--- src/logic/mem_settings.svh ---
`ifndef MEM_SETTINGS_SVH
`define MEM_SETTINGS_SVH

// Word address width for 1024 words
`define MEM_ADDR_W 10

// Data word width
`define MEM_DATA_W 64

// Counted wait edges between capture and done
`define MEM_WAIT_CYCLES 3

`endif

--- src/logic/mem_pkg.sv ---
`include "mem_settings.svh"

package mem_pkg;

   //////////////////////////////
   // Storage types
   //////////////////////////////

   typedef logic [`MEM_ADDR_W-1:0] addr_t;

   typedef logic [`MEM_DATA_W-1:0] word_t;

   //////////////////////////////
   // Access sequencer states
   //////////////////////////////

   // ISSUE is the cycle the RAM strobe is high, CAPTURE takes the read word
   typedef enum logic [2:0] {
      IDLE    = 3'd0,
      ISSUE   = 3'd1,
      CAPTURE = 3'd2,
      WAIT    = 3'd3,
      DONE    = 3'd4
   } seq_state_t;

endpackage

--- src/logic/request_latch.sv ---
`timescale 1ns/1ps

module request_latch (
   input  logic            clk,
   input  logic            rst,
   input  logic            accept,
   input  logic            write,
   input  mem_pkg::addr_t  addr,
   input  mem_pkg::word_t  wdata,
   output logic            ram_en,
   output logic            ram_we,
   output mem_pkg::addr_t  ram_addr,
   output mem_pkg::word_t  ram_wdata,
   output logic            req_write
);

   logic           write_q;
   mem_pkg::addr_t addr_q;
   mem_pkg::word_t wdata_q;

   // Held request flag and the one-cycle RAM strobe
   always_ff @(posedge clk or negedge rst) begin
      if (!rst) begin
         write_q <= 1'b0;
         ram_en  <= 1'b0;
      end else begin
         ram_en <= accept;
         if (accept) begin
            write_q <= write;
         end
      end
   end

   // Address and data stay put until the next accepted request
   always_ff @(posedge clk) begin
      if (accept) begin
         addr_q  <= addr;
         wdata_q <= wdata;
      end
   end

   assign ram_we    = write_q;
   assign ram_addr  = addr_q;
   assign ram_wdata = wdata_q;
   assign req_write = write_q;

   // One RAM access per accepted request
   a_ram_en_single: assert property (@(posedge clk) disable iff (!rst)
      ram_en |=> !ram_en);

endmodule

--- config.mk ---
export PLATFORM = sky130hd
export DESIGN_NAME = request_latch
export DESIGN_NICKNAME = d
export VERILOG_FILES = /design/src/logic/mem_pkg.sv /design/src/logic/request_latch.sv
export VERILOG_INCLUDE_DIRS = /design/src /design/src/logic
export SDC_FILE = /design/constraint.sdc
export NUM_CORES = 1
export LEC_CHECK = 0
export ABC_AREA = 1
export CELL_PAD_IN_SITES_DETAIL_PLACEMENT = 0
export CELL_PAD_IN_SITES_GLOBAL_PLACEMENT = 1
export CORE_MARGIN = 5
export CORE_UTILIZATION = 43
export CTS_CLUSTER_DIAMETER = 60
export CTS_CLUSTER_SIZE = 28
export DETAILED_ROUTE_END_ITERATION = 10
export DONT_BUFFER_PORTS = 1
export GPL_TIMING_DRIVEN = 0
export PLACE_DENSITY_LB_ADDON = 0.1
export SYNTH_ARGS = -nofsm -noshare
export SYNTH_HDL_FRONTEND = slang
export SYNTH_SLANG_ARGS = --single-unit
--- constraint.sdc ---
create_clock -name clk -period 1.6 [get_ports clk]
set_clock_uncertainty 0.05 [all_clocks]
set_input_delay 0.32 -clock clk [delete_from_list [all_inputs] [get_ports clk]]
set_output_delay 0.32 -clock clk [all_outputs]
set_load 0.02 [all_outputs]
======== Word-level counts from Yosys, hierarchy flattened ========
Cells that the tools add are included.
storage, ports and cells
  bits in registers ....................... 76
  input port bits ......................... 78
  output and inout bits ................... 77
  word-level logic and storage cells ...... 4

======== Depth between registers and ports, before layout ========
  depth after elaboration ................. 0
  gate-level depth with buffers ........... 3
  depth with buffers taken out ............ 3

======== Worst setup path after synthesis ========
Ideal clock, no wire load.
  kind .................................... register to output
  start point ............................. register write_q (netlist: ram_we)
  end point ............................... output req_write
  arrival time ............................ 626 ps
  data required time ...................... 1,230 ps
  setup slack ............................. 604 ps
  cell stages (with the launch flop) ...... 2
  path buffers ............................ 1
  cell sequence ........................... dfrtp_1 -> buf_4
RTL lines
  element                 line                 source
  start, declared         request_latch.sv:17  logic write_q;
  start signal, assigned  request_latch.sv:29  write_q <= write;
  end, declared           request_latch.sv:14  output logic req_write
No word-level cell between the ends.

======== Final worst setup path ========
  start point ............................. register write_q (netlist: ram_we)
  end point ............................... output req_write
No word-level cell between the ends.

==> run_results.csv <==
group,metric,value,unit
drt,drc,0,
setup_path,reg2reg_setup_slack,0.82,ns
finish,drive_gt1_share,7.51,%
clock_tree,htreeDepth,3,
timing,slew_violations,0,
synthesis,async_reset_ff_share,2.63,%
synthesis,syn_area,0.00229,mm²
floorplanning,die_y,83.1,µm
floorplanning,core_area,0.00514,mm²
outcome,status,"completed",
drt,initialDrtViolationCount,59,
drt,wirelength,4720,µm
setup_path,critPathBufInv,1,
drt,drt-pass1-iter-count,4,
synthesis,synthFlopType,"edfxtp_1",
clock_tree,cts_sinks,76,
drt,vias,1118,
grt,antenna_found_initial,0,
clock_tree,clk_pin_slew,0.08,ns
floorplanning,die_w,83.1,µm
finish,n_fill_cell,358,
timing,rsz0062_at_grt,"false",
clock_tree,post_cts_resized,0,
clock_tree,cts-buffers-inserted,9,
finish,area_growth,46.9,%
power_and_ir_drop,max-vdd-ir-drop,0.823,mV
clock_tree,cts_tree,"yes",
timing,worst_pin_slew,0.252,ns
setup_path,cp_slowest_stage_delay,0.49,ns
setup_path,crit_required,1.23,ns
grt,overflow,0,
setup_path,critPathArrivalTime,1.02,ns
setup_path,endpoint_kind,"primary output",
timing,fin_hold_ws,0.0395,ns
synthesis,avgSynthCellArea,28.3,µm²
timing,finalCritPeriodShare,86.6,%
clock_tree,clock_latency,0.33,ns
synthesis,synth-seq-area-share,99.0,%
setup_path,cp-start-kind,"flip-flop",
grt,grt_max_degree,78,
drt,routed_via_density,4.60,
worst_hold_path,hold_class,"input port to flip-flop",
synthesis,synth_area_leaders,"edfxtp_1, dfrtp_1, nand2_1",
floorplanning,rows,26,
floorplanning,start_util,44.6,%
synthesis,synth-edff-count,74,
floorplanning,pin_count,155,
synthesis,synth_seq_cells,76,
timing,slew_headroom,83.2,%
synthesis,yosys.area.top_type,"edfxtp_1",
job,cap_violations,0,
synthesis,synth_commonest_cells,"edfxtp_1, nand2_1, dfrtp_1",
grt,grt_pass1_wl,6020,µm
drt,wire_per_inst,19.4,µm
worst_hold_path,hp-start,"accept",
setup_path,worstSetupPathType,"flip-flop to primary output",
setup_path,critPathMaxFanout,3,
setup_path,cp_slowest_cell,"dfrtp_1",
synthesis,synth_most_common_cell,"edfxtp_1",
place,place_congestion,0.619,
setup_path,crit_chain,"buf_4",
timing,clock.fmax,0.722,GHz
setup_path,crit_start,"ram_we",
floorplanning,dieArea,0.00690,mm²
synthesis,synth_fp_nets,159,
setup_path,r2r-start,"ram_we",
setup_path,critPathTopFamily,"flip-flops",
clock_tree,clock_path_buffers,2,
power_and_ir_drop,p_total,4.44,mW
finish,utilization,65.6,%
grt,grt_pass1_vias,954,
finish,antenna_cells,0,
drt,antenna_left,0,
clock_tree,root_buffer,"clkbuf_8",
power_and_ir_drop,p_per_area,1320,mW/mm²
timing,hold_viol_final,0,
place,portBuffers,0,
finish,finalNetCount,246,
timing,fin_crit,1.39,ns
grt,grt.total_usage,12.6,%
synthesis,synthCells,81,
timing,setup_tns,0,ns
power_and_ir_drop,cellLeakagePower,1.20,nW
timing,setup_violations,0,
synthesis,yosys.area.top_type_share,96.8,%
synthesis,ys_warn_count,0,
synthesis,ys_types,5,
==> cells in the final DEF (no fill, tap or decap) <==
cell	instances
buf_4	1
bufinv_16	3
clkbuf_8	9
clkinv_1	4
dfrtp_1	2
dlygate4sd3_1	76
edfxtp_1	74
inv_1	1
nand2_1	3
==> per-stage QoR <==
stage / instance area (µm²) / std cells / setup slack [ns]
3_5_place_dp: 2380 / 151 / 0.574
3_3_place_gp: 2380 / 151 / 0.576
5_1_grt: 3370 / 243 / 0.146
4_1_cts: 2630 / 169 / 0.192
2_1_floorplan: 2290 / 81 / 0.604
6_report: 3370 / 243 / 0.214
==> what timing repair did <==
action                                 4_1_cts  5_1_grt
buffers inserted                             0        0
endpoints found under the hold margin        3       74
hold buffers                                 2       74
==> flip-flops by register name, indices dropped and copies added, names as in the netlist <==
| register | count |
|---|---|
| ram_addr | 10 |
| ram_wdata | 64 |
| ram_en | 1 |
| ram_we | 1 |
==> worst paths after layout <==
kind,to,depth (start not counted)
worst min register to register,ram_we,2
max in group asynchronous,ram_we,1
min in group asynchronous,ram_en,1
worst max register to register,ram_we,2
worst min-delay path,ram_wdata[4],0
worst max-delay path,req_write,1
==> logic make-up after synthesis <==
kind of cell	Yosys count	share of synthesized area, %
buf+inv	2	0.491
simple gates	3	0.491
flops	76	99.0
==> final cells by class <==
| class | count | area (µm²) | share of cell area [%] |
|---|---|---|---|
| plain buffers | 1 | 7.51 | 0.223 |
| clock buffers | 9 | 124 | 3.67 |
| clock inverters | 7 | 105 | 3.12 |
| inverters | 1 | 3.75 | 0.111 |
| multi-input cells | 3 | 11.3 | 0.334 |
| flip-flops and latches | 76 | 2270 | 67.4 |
| well taps | 70 | 87.6 | 2.60 |
| repair buffers | 76 | 761 | 22.6 |
==> per-layer routing <==
metal / routed length [µm] / up-vias / share of wire, % / GRT usage [%]
li1: - / 492 / - / -
met2: 2530 / 93 / 54 / 19.2
met4: 91 / 0 / 1.9 / 8.02
met1: 1490 / 525 / 32 / 11.7
met3: 603 / 8 / 13 / 9.80
met5: 0 / - / 0 / 0
==> report_power, final <==
| group | internal, mW | switching, mW |
|---|---|---|
| clock network | 1.01 | 0.629 |
| logic | 0.127 | 0.0327 |
| registers | 2.37 | 0.262 |
(Power assumes the default switching activity.)
