===== src/logic/mem_settings.svh =====
`ifndef MEM_SETTINGS_SVH
`define MEM_SETTINGS_SVH

// Word address width for 1024 words
`define MEM_ADDR_W 10

// Data word width
`define MEM_DATA_W 64

// Counted wait edges between capture and done
`define MEM_WAIT_CYCLES 3

`endif


===== src/logic/mem_pkg.sv =====
`include "mem_settings.svh"

package mem_pkg;

   //////////////////////////////
   // Storage types
   //////////////////////////////

   typedef logic [`MEM_ADDR_W-1:0] addr_t;

   typedef logic [`MEM_DATA_W-1:0] word_t;

   //////////////////////////////
   // Access sequencer states
   //////////////////////////////

   // ISSUE is the cycle the RAM strobe is high, CAPTURE takes the read word
   typedef enum logic [2:0] {
      IDLE    = 3'd0,
      ISSUE   = 3'd1,
      CAPTURE = 3'd2,
      WAIT    = 3'd3,
      DONE    = 3'd4
   } seq_state_t;

endpackage


===== src/logic/access_sequencer.sv =====
`timescale 1ns/1ps
`include "mem_settings.svh"

module access_sequencer (
   input  logic            clk,
   input  logic            rst,
   input  logic            enable,
   input  logic            req_write,
   input  mem_pkg::word_t  ram_rdata,
   output logic            accept,
   output logic            busy,
   output logic            done,
   output mem_pkg::word_t  rdata
);

   localparam int CNT_W = $clog2(`MEM_WAIT_CYCLES + 1);

   mem_pkg::seq_state_t state;
   mem_pkg::seq_state_t state_nxt;
   logic [CNT_W-1:0]    cnt;
   logic                time_up;
   mem_pkg::word_t      hold_q;

   //////////////////////////////
   // State machine
   //////////////////////////////

   always_ff @(posedge clk or negedge rst) begin
      if (!rst) begin
         state <= mem_pkg::IDLE;
      end else begin
         state <= state_nxt;
      end
   end

   assign time_up = (cnt == CNT_W'(`MEM_WAIT_CYCLES));

   always_comb begin
      state_nxt = state;
      case (state)
         mem_pkg::IDLE: begin
            if (enable) begin
               state_nxt = mem_pkg::ISSUE;
            end
         end
         // RAM sees the strobe in this cycle
         mem_pkg::ISSUE:   state_nxt = mem_pkg::CAPTURE;
         mem_pkg::CAPTURE: state_nxt = mem_pkg::WAIT;
         mem_pkg::WAIT: begin
            if (time_up) begin
               state_nxt = mem_pkg::DONE;
            end
         end
         mem_pkg::DONE:    state_nxt = mem_pkg::IDLE;
         default:          state_nxt = mem_pkg::IDLE;
      endcase
   end

   // Wait counter, zero on entry to WAIT
   always_ff @(posedge clk or negedge rst) begin
      if (!rst) begin
         cnt <= '0;
      end else if (state == mem_pkg::DONE) begin
         cnt <= '0;
      end else if (state == mem_pkg::WAIT && !time_up) begin
         cnt <= cnt + 1'b1;
      end
   end

   //////////////////////////////
   // Read hold and outputs
   //////////////////////////////

   // RAM output is valid in CAPTURE, one edge after the strobe
   always_ff @(posedge clk) begin
      if (state == mem_pkg::CAPTURE && !req_write) begin
         hold_q <= ram_rdata;
      end
   end

   assign accept = (state == mem_pkg::IDLE) && enable;
   assign busy   = (state != mem_pkg::IDLE);
   assign done   = (state == mem_pkg::DONE);
   assign rdata  = (done && !req_write) ? hold_q : '0;

   a_done_single: assert property (@(posedge clk) disable iff (!rst)
      done |=> !done);

   // A new request only after an idle cycle or the done cycle
   a_no_accept_busy: assert property (@(posedge clk) disable iff (!rst)
      accept |-> !$past(busy) || $past(done));

   // Fixed latency from acceptance to the done cycle
   a_done_latency: assert property (@(posedge clk) disable iff (!rst)
      accept |-> ##(`MEM_WAIT_CYCLES + 4) done);

endmodule


===== config.mk =====
export PLATFORM = sky130hd
export DESIGN_NAME = access_sequencer
export DESIGN_NICKNAME = d
export VERILOG_FILES = /design/src/logic/mem_pkg.sv /design/src/logic/access_sequencer.sv
export VERILOG_INCLUDE_DIRS = /design/src /design/src/logic
export SDC_FILE = /design/constraint.sdc
export NUM_CORES = 1
export LEC_CHECK = 0
export ABC_AREA = 1
export BUFFER_PORTS_ARGS = -buffer_cell sky130_fd_sc_hd__buf_4
export CAP_MARGIN = 0
export CORE_MARGIN = 2
export CORE_UTILIZATION = 48
export CTS_BUF_LIST = sky130_fd_sc_hd__clkbuf_16
export CTS_CLUSTER_SIZE = 20
export DETAILED_ROUTE_END_ITERATION = 16
export PLACE_DENSITY = 0.8
export SETUP_SLACK_MARGIN = 0.4
export SYNTH_ARGS = -nofsm -noshare
export SYNTH_HDL_FRONTEND = slang
export SYNTH_SLANG_ARGS = --single-unit

===== constraint.sdc =====
create_clock -name clk -period 8.1 [get_ports clk]
set_clock_uncertainty 0.05 [all_clocks]
set_input_delay 0.405 -clock clk [delete_from_list [all_inputs] [get_ports clk]]
set_output_delay 0.405 -clock clk [all_outputs]
set_load 0.01 [all_outputs]

# == Yosys cells after proc, flatten, opt, wreduce, memory -nomap -nowiden ==
# Index checks and enable logic that the tools add are counted.
# op_classes
n_mux,6
addsub,1
eq_ne,7
n_reduce_logical,10
# op_table
op,n
64-bit two-way mux,1
3-bit case mux with 4 select lines,1
"3-bit by 2-bit == test with 1-bit output, second input constant",2
3-bit two-way mux,2
1-bit logical AND,4
2-bit two-way mux,2
"2-bit inequality test, second input constant",2
"3-bit by 1-bit == test with 1-bit output, second input constant",1
"3-bit == test, second input constant",1
3-bit zero test,1
3-bit nonzero test,1
"2-bit by 1-bit adder with 2-bit output, second input constant",1
"2-bit == test, second input constant",1
1-bit zero test,2
2-bit AND reduction,1
2-bit nonzero test,1
# totals
in_bits,68
out_inout_bits,67
elab_cells,27
ff_bits,69

# == Logic depth before layout (Yosys ltp) ==
# depth
ltp_word,5
mapped_depth,6

# == Worst setup path after synthesis ==
# OpenSTA, ideal clock, no wires.
# synth_timing
path_kind,input -> register
startpoint,input req_write
endpoint,"register hold_q[0], enable pin"
path_stages,1
setup_slack_ns,0.715
arrival_time_ns,6.684
setup_time_ns,0.651
t_required_ns,7.399
cell_sequence,nor4_1
# synth_between
elab_chain_cells,2
# synth_lines
element,line_no,source
start: declaration,access_sequencer.sv:8,"input logic req_write,"
1-bit zero test,access_sequencer.sv:76,if (state == mem_pkg::CAPTURE && !req_write) begin
1-bit logical AND,access_sequencer.sv:76,
end signal: assignment,access_sequencer.sv:77,hold_q <= ram_rdata;
end: declaration,access_sequencer.sv:22,mem_pkg::word_t hold_q;
# Every way passes these cells.
# A chain may end at the register's enable or synchronous reset.

# == Worst setup path after layout ==
# layout_timing
startpoint,register state[0]
endpoint,output rdata[0]
# layout_between
elab_chain_cells,3
# layout_lines
element,line_no,source
start: declaration,access_sequencer.sv:18,mem_pkg::seq_state_t state;
start signal: assignment,access_sequencer.sv:30,state <= mem_pkg::IDLE;
start signal: assignment,access_sequencer.sv:32,state <= state_nxt;
3-bit == test,access_sequencer.sv:83,assign done = (state == mem_pkg::DONE);
1-bit logical AND,access_sequencer.sv:84,assign rdata = (done && !req_write) ? hold_q : '0;
64-bit two-way mux,access_sequencer.sv:84,
end: declaration,access_sequencer.sv:13,output mem_pkg::word_t rdata
# Every way passes these cells.

==> impl_metrics.tcl <==
set metrics [dict create \
    outcome "complete, no violations" \
    finalPower_uw 1130 \
    final_hold_viol_count 0 \
    htree_levels 3 \
    top_layer_used "met4" \
    clkLatencyLatePin_ns 0.32 \
    startpoint "state[0]$_DFFE_PN0P_" \
    cts_tree "yes" \
    cts_buffers 9 \
    hold_path_end "hold_q[29]$_DFFE_PP_" \
    post_cts.repair.setup_buffers 0 \
    drtAntennaViolNets 0 \
    grt_setup_unrepaired "false" \
    synth.avg_cell_area_um2 13.8 \
    area_growth_pct 41.6 \
    die-area_um2 7470 \
    firstDrtPassIters 5 \
    fin_hold_ws_ns 0.207 \
    wirelength_met1_um 2230 \
    antenna_found_initial 0 \
    crit_fanout 41 \
    track_usage_pct 16.6 \
    syn-instance-count 236 \
    clock.fmax_mhz 305 \
    tightest_slew_ns 1.07 \
    io_pins 135 \
    holdPathStages 1 \
    slew_viol_final 0 \
    clk_path_buf_depth 2 \
    tns_ns 0 \
    reg2reg_to "hold_q[52]$_DFFE_PP_" \
    multiInputGateArea_um2 821 \
    root_buffer "clkbuf_16" \
    io_buffers 134 \
    ff2ff_path_depth 2 \
    syn-num-nets 305 \
    dpl-instance-area_um2 4270 \
    critical_path_class "flop to output pin" \
    p_leak_uw 0.00210 \
    rows 30 \
    fillers 494 \
    cp_data_arrival_time_ns 2.82 \
    maxCapViolCount 0 \
    core_area_um2 6680 \
    cp.required_ns 7.65 \
    initial_core_util_pct 48.8 \
    grt_overflow_total 0 \
    wl_met3_um 343 \
    finalCritPeriodShare_pct 40.5 \
    drive_above_1_share_pct 56.1 \
    vias 2016 \
    final_area_um2 4620 \
    seq_area_um2 2050 \
    grt_pass1_vias 1912 \
    final_nets 447 \
    yosys_warnings 0 \
    drc 0 \
    drt-initial-drc-count 78 \
    die_h_um 86.4 \
    gp_congestion 0.806 \
    die_w_um 86.4 \
    post_synth_num_cell_types 15 \
    antenna_cells 0 \
    viasPerCell 4.35 \
    hold_path_startpoint "ram_rdata[29]" \
    cp-end-kind "output pin" \
    ys_seq_elements 69 \
    ir_worst_vdd_v 0.000180 \
    wire_per_inst_um 13.1 \
    hpwl_um 4520 \
    grt_max_degree 42 \
    ys_seq_area_share_pct 62.8 \
    path_clk_slew_ns 0.05 \
    powerDensity_nw_per_um2 246 \
    cp-start-kind "flop" \
    wl_met2_um 3340 \
    cts_sinks 69 \
    finalSetupViolCount 0 \
    period_minus_slack_ns 3.28 \
    syn_area_um2 3260 \
    reg2reg_setup_slack_ns 6.42 \
    grt_first_pass_wirelength_um 9090 \
    slew_headroom_pct 28.4 \
    reg2reg_from "state[2]$_DFFE_PN0P_" \
    finalWirelength_um 6060 \
    hold_class "primary input to flop" \
]
==> timing repair <==
action,CTS,global route
hold buffers,1,0
endpoints found under the hold margin,5,0
resized for setup,0,0
==> cell usage after synthesis, drive strengths merged <==
| cell type | number | area (um^2) |
|---|---|---|
| buf | 7 | 131 |
| dfrtp | 5 | 125 |
| edfxtp | 64 | 1920 |
| ha | 1 | 12.5 |
| inv | 72 | 270 |
| nand2 | 10 | 37.5 |
| nand3 | 6 | 35.0 |
| nor2 | 67 | 702 |
| nor3 | 1 | 5.00 |
| nor4 | 1 | 6.26 |
| o211ai | 1 | 7.51 |
| or2 | 1 | 6.26 |
==> worst max-delay path by stage <==
stage / endpoint / slack [ns] / cells past startpoint
after global placement: rdata[2] / 5.27 / 6
after floorplan: hold_q[0]$_DFFE_PP_ / 0.72 / 1
after detailed placement: rdata[0] / 5.11 / 6
after CTS: rdata[0] / 4.76 / 6
final: rdata[0] / 4.82 / 6
after global routing: rdata[2] / 4.68 / 6
==> cell families (layout without fill, tap and decap cells) <==
| logic type | Yosys count | after routing | synth area share, % |
|---|---|---|---|
| flip-flops | 69 | 69 | 62.8 |
| adder cells (fa/ha/maj) | 1 | 1 | 0.384 |
| buffers and inverters | 79 | 226 | 12.3 |
| AND/OR/NAND/NOR | 86 | 86 | 24.3 |
| AO/OA/AOI/OAI | 1 | 1 | 0.230 |
==> where the power goes <==
group | internal [uW] | switching (uW) | leakage, uW
Sequential | 479 | 23.9 | 0.000650
Combinational | 63.2 | 131 | 0.00129
Clock | 299 | 138 | 0.000159
==> layout by cell type, fill, tap and decap left out, drive strengths merged, types with 2 or more instances in the layout <==
| cell type | synthesis | layout |
|---|---|---|
| bufinv | 0 | 3 |
| nor2 | 67 | 67 |
| buf | 7 | 137 |
| nand2 | 10 | 10 |
| clkinv | 0 | 2 |
| inv | 72 | 72 |
| nand3 | 6 | 6 |
| clkbuf | 0 | 9 |
| clkinvlp | 0 | 2 |
| dfrtp | 5 | 5 |
| edfxtp | 64 | 64 |
==> flip-flops by register name, indices dropped and copies added (netlist names) <==
| signal | count |
|---|---|
| hold_q | 64 |
| state | 3 |
| cnt | 2 |
==> worst max-delay path, stage by stage, from the launching register on <==
cell and delay [ns]:
dfrtp_1 0.40, inv_1 0.11, nand3_2 0.11, or2_4 0.58
buf_4 0.94, nor2_1 0.14, buf_4 0.20
==> stage by stage <==
| step | utilization (%) | worst slack (ns) | instances |
|---|---|---|---|
| 2_1_floorplan | - | 0.715 | 236 |
| 3_3_place_gp | 63.9 | 5.27 | 446 |
| 3_5_place_dp | 63.9 | 5.11 | 446 |
| 4_1_cts | 69.1 | 4.76 | 463 |
| 5_1_grt | 69.1 | 4.68 | 463 |
| 6_report | 69.1 | 4.82 | 463 |
==> cell type report <==
type	count	area share (%)
flip-flops and latches	69	44.3
repair buffers	138	22.5
multi-input cells	88	17.8
inverters	72	5.86
clock buffers	9	4.88
clock inverters	7	2.47
well taps	80	2.17
==> metal layers <==
metal / vias to the layer above / global-route usage (%)
li1: 996 / -
met1: 929 / 17.2
met2: 79 / 30.3
met3: 12 / 3.81
met4: 0 / 9.66
met5: - / 0
(Power assumes the default switching activity.)
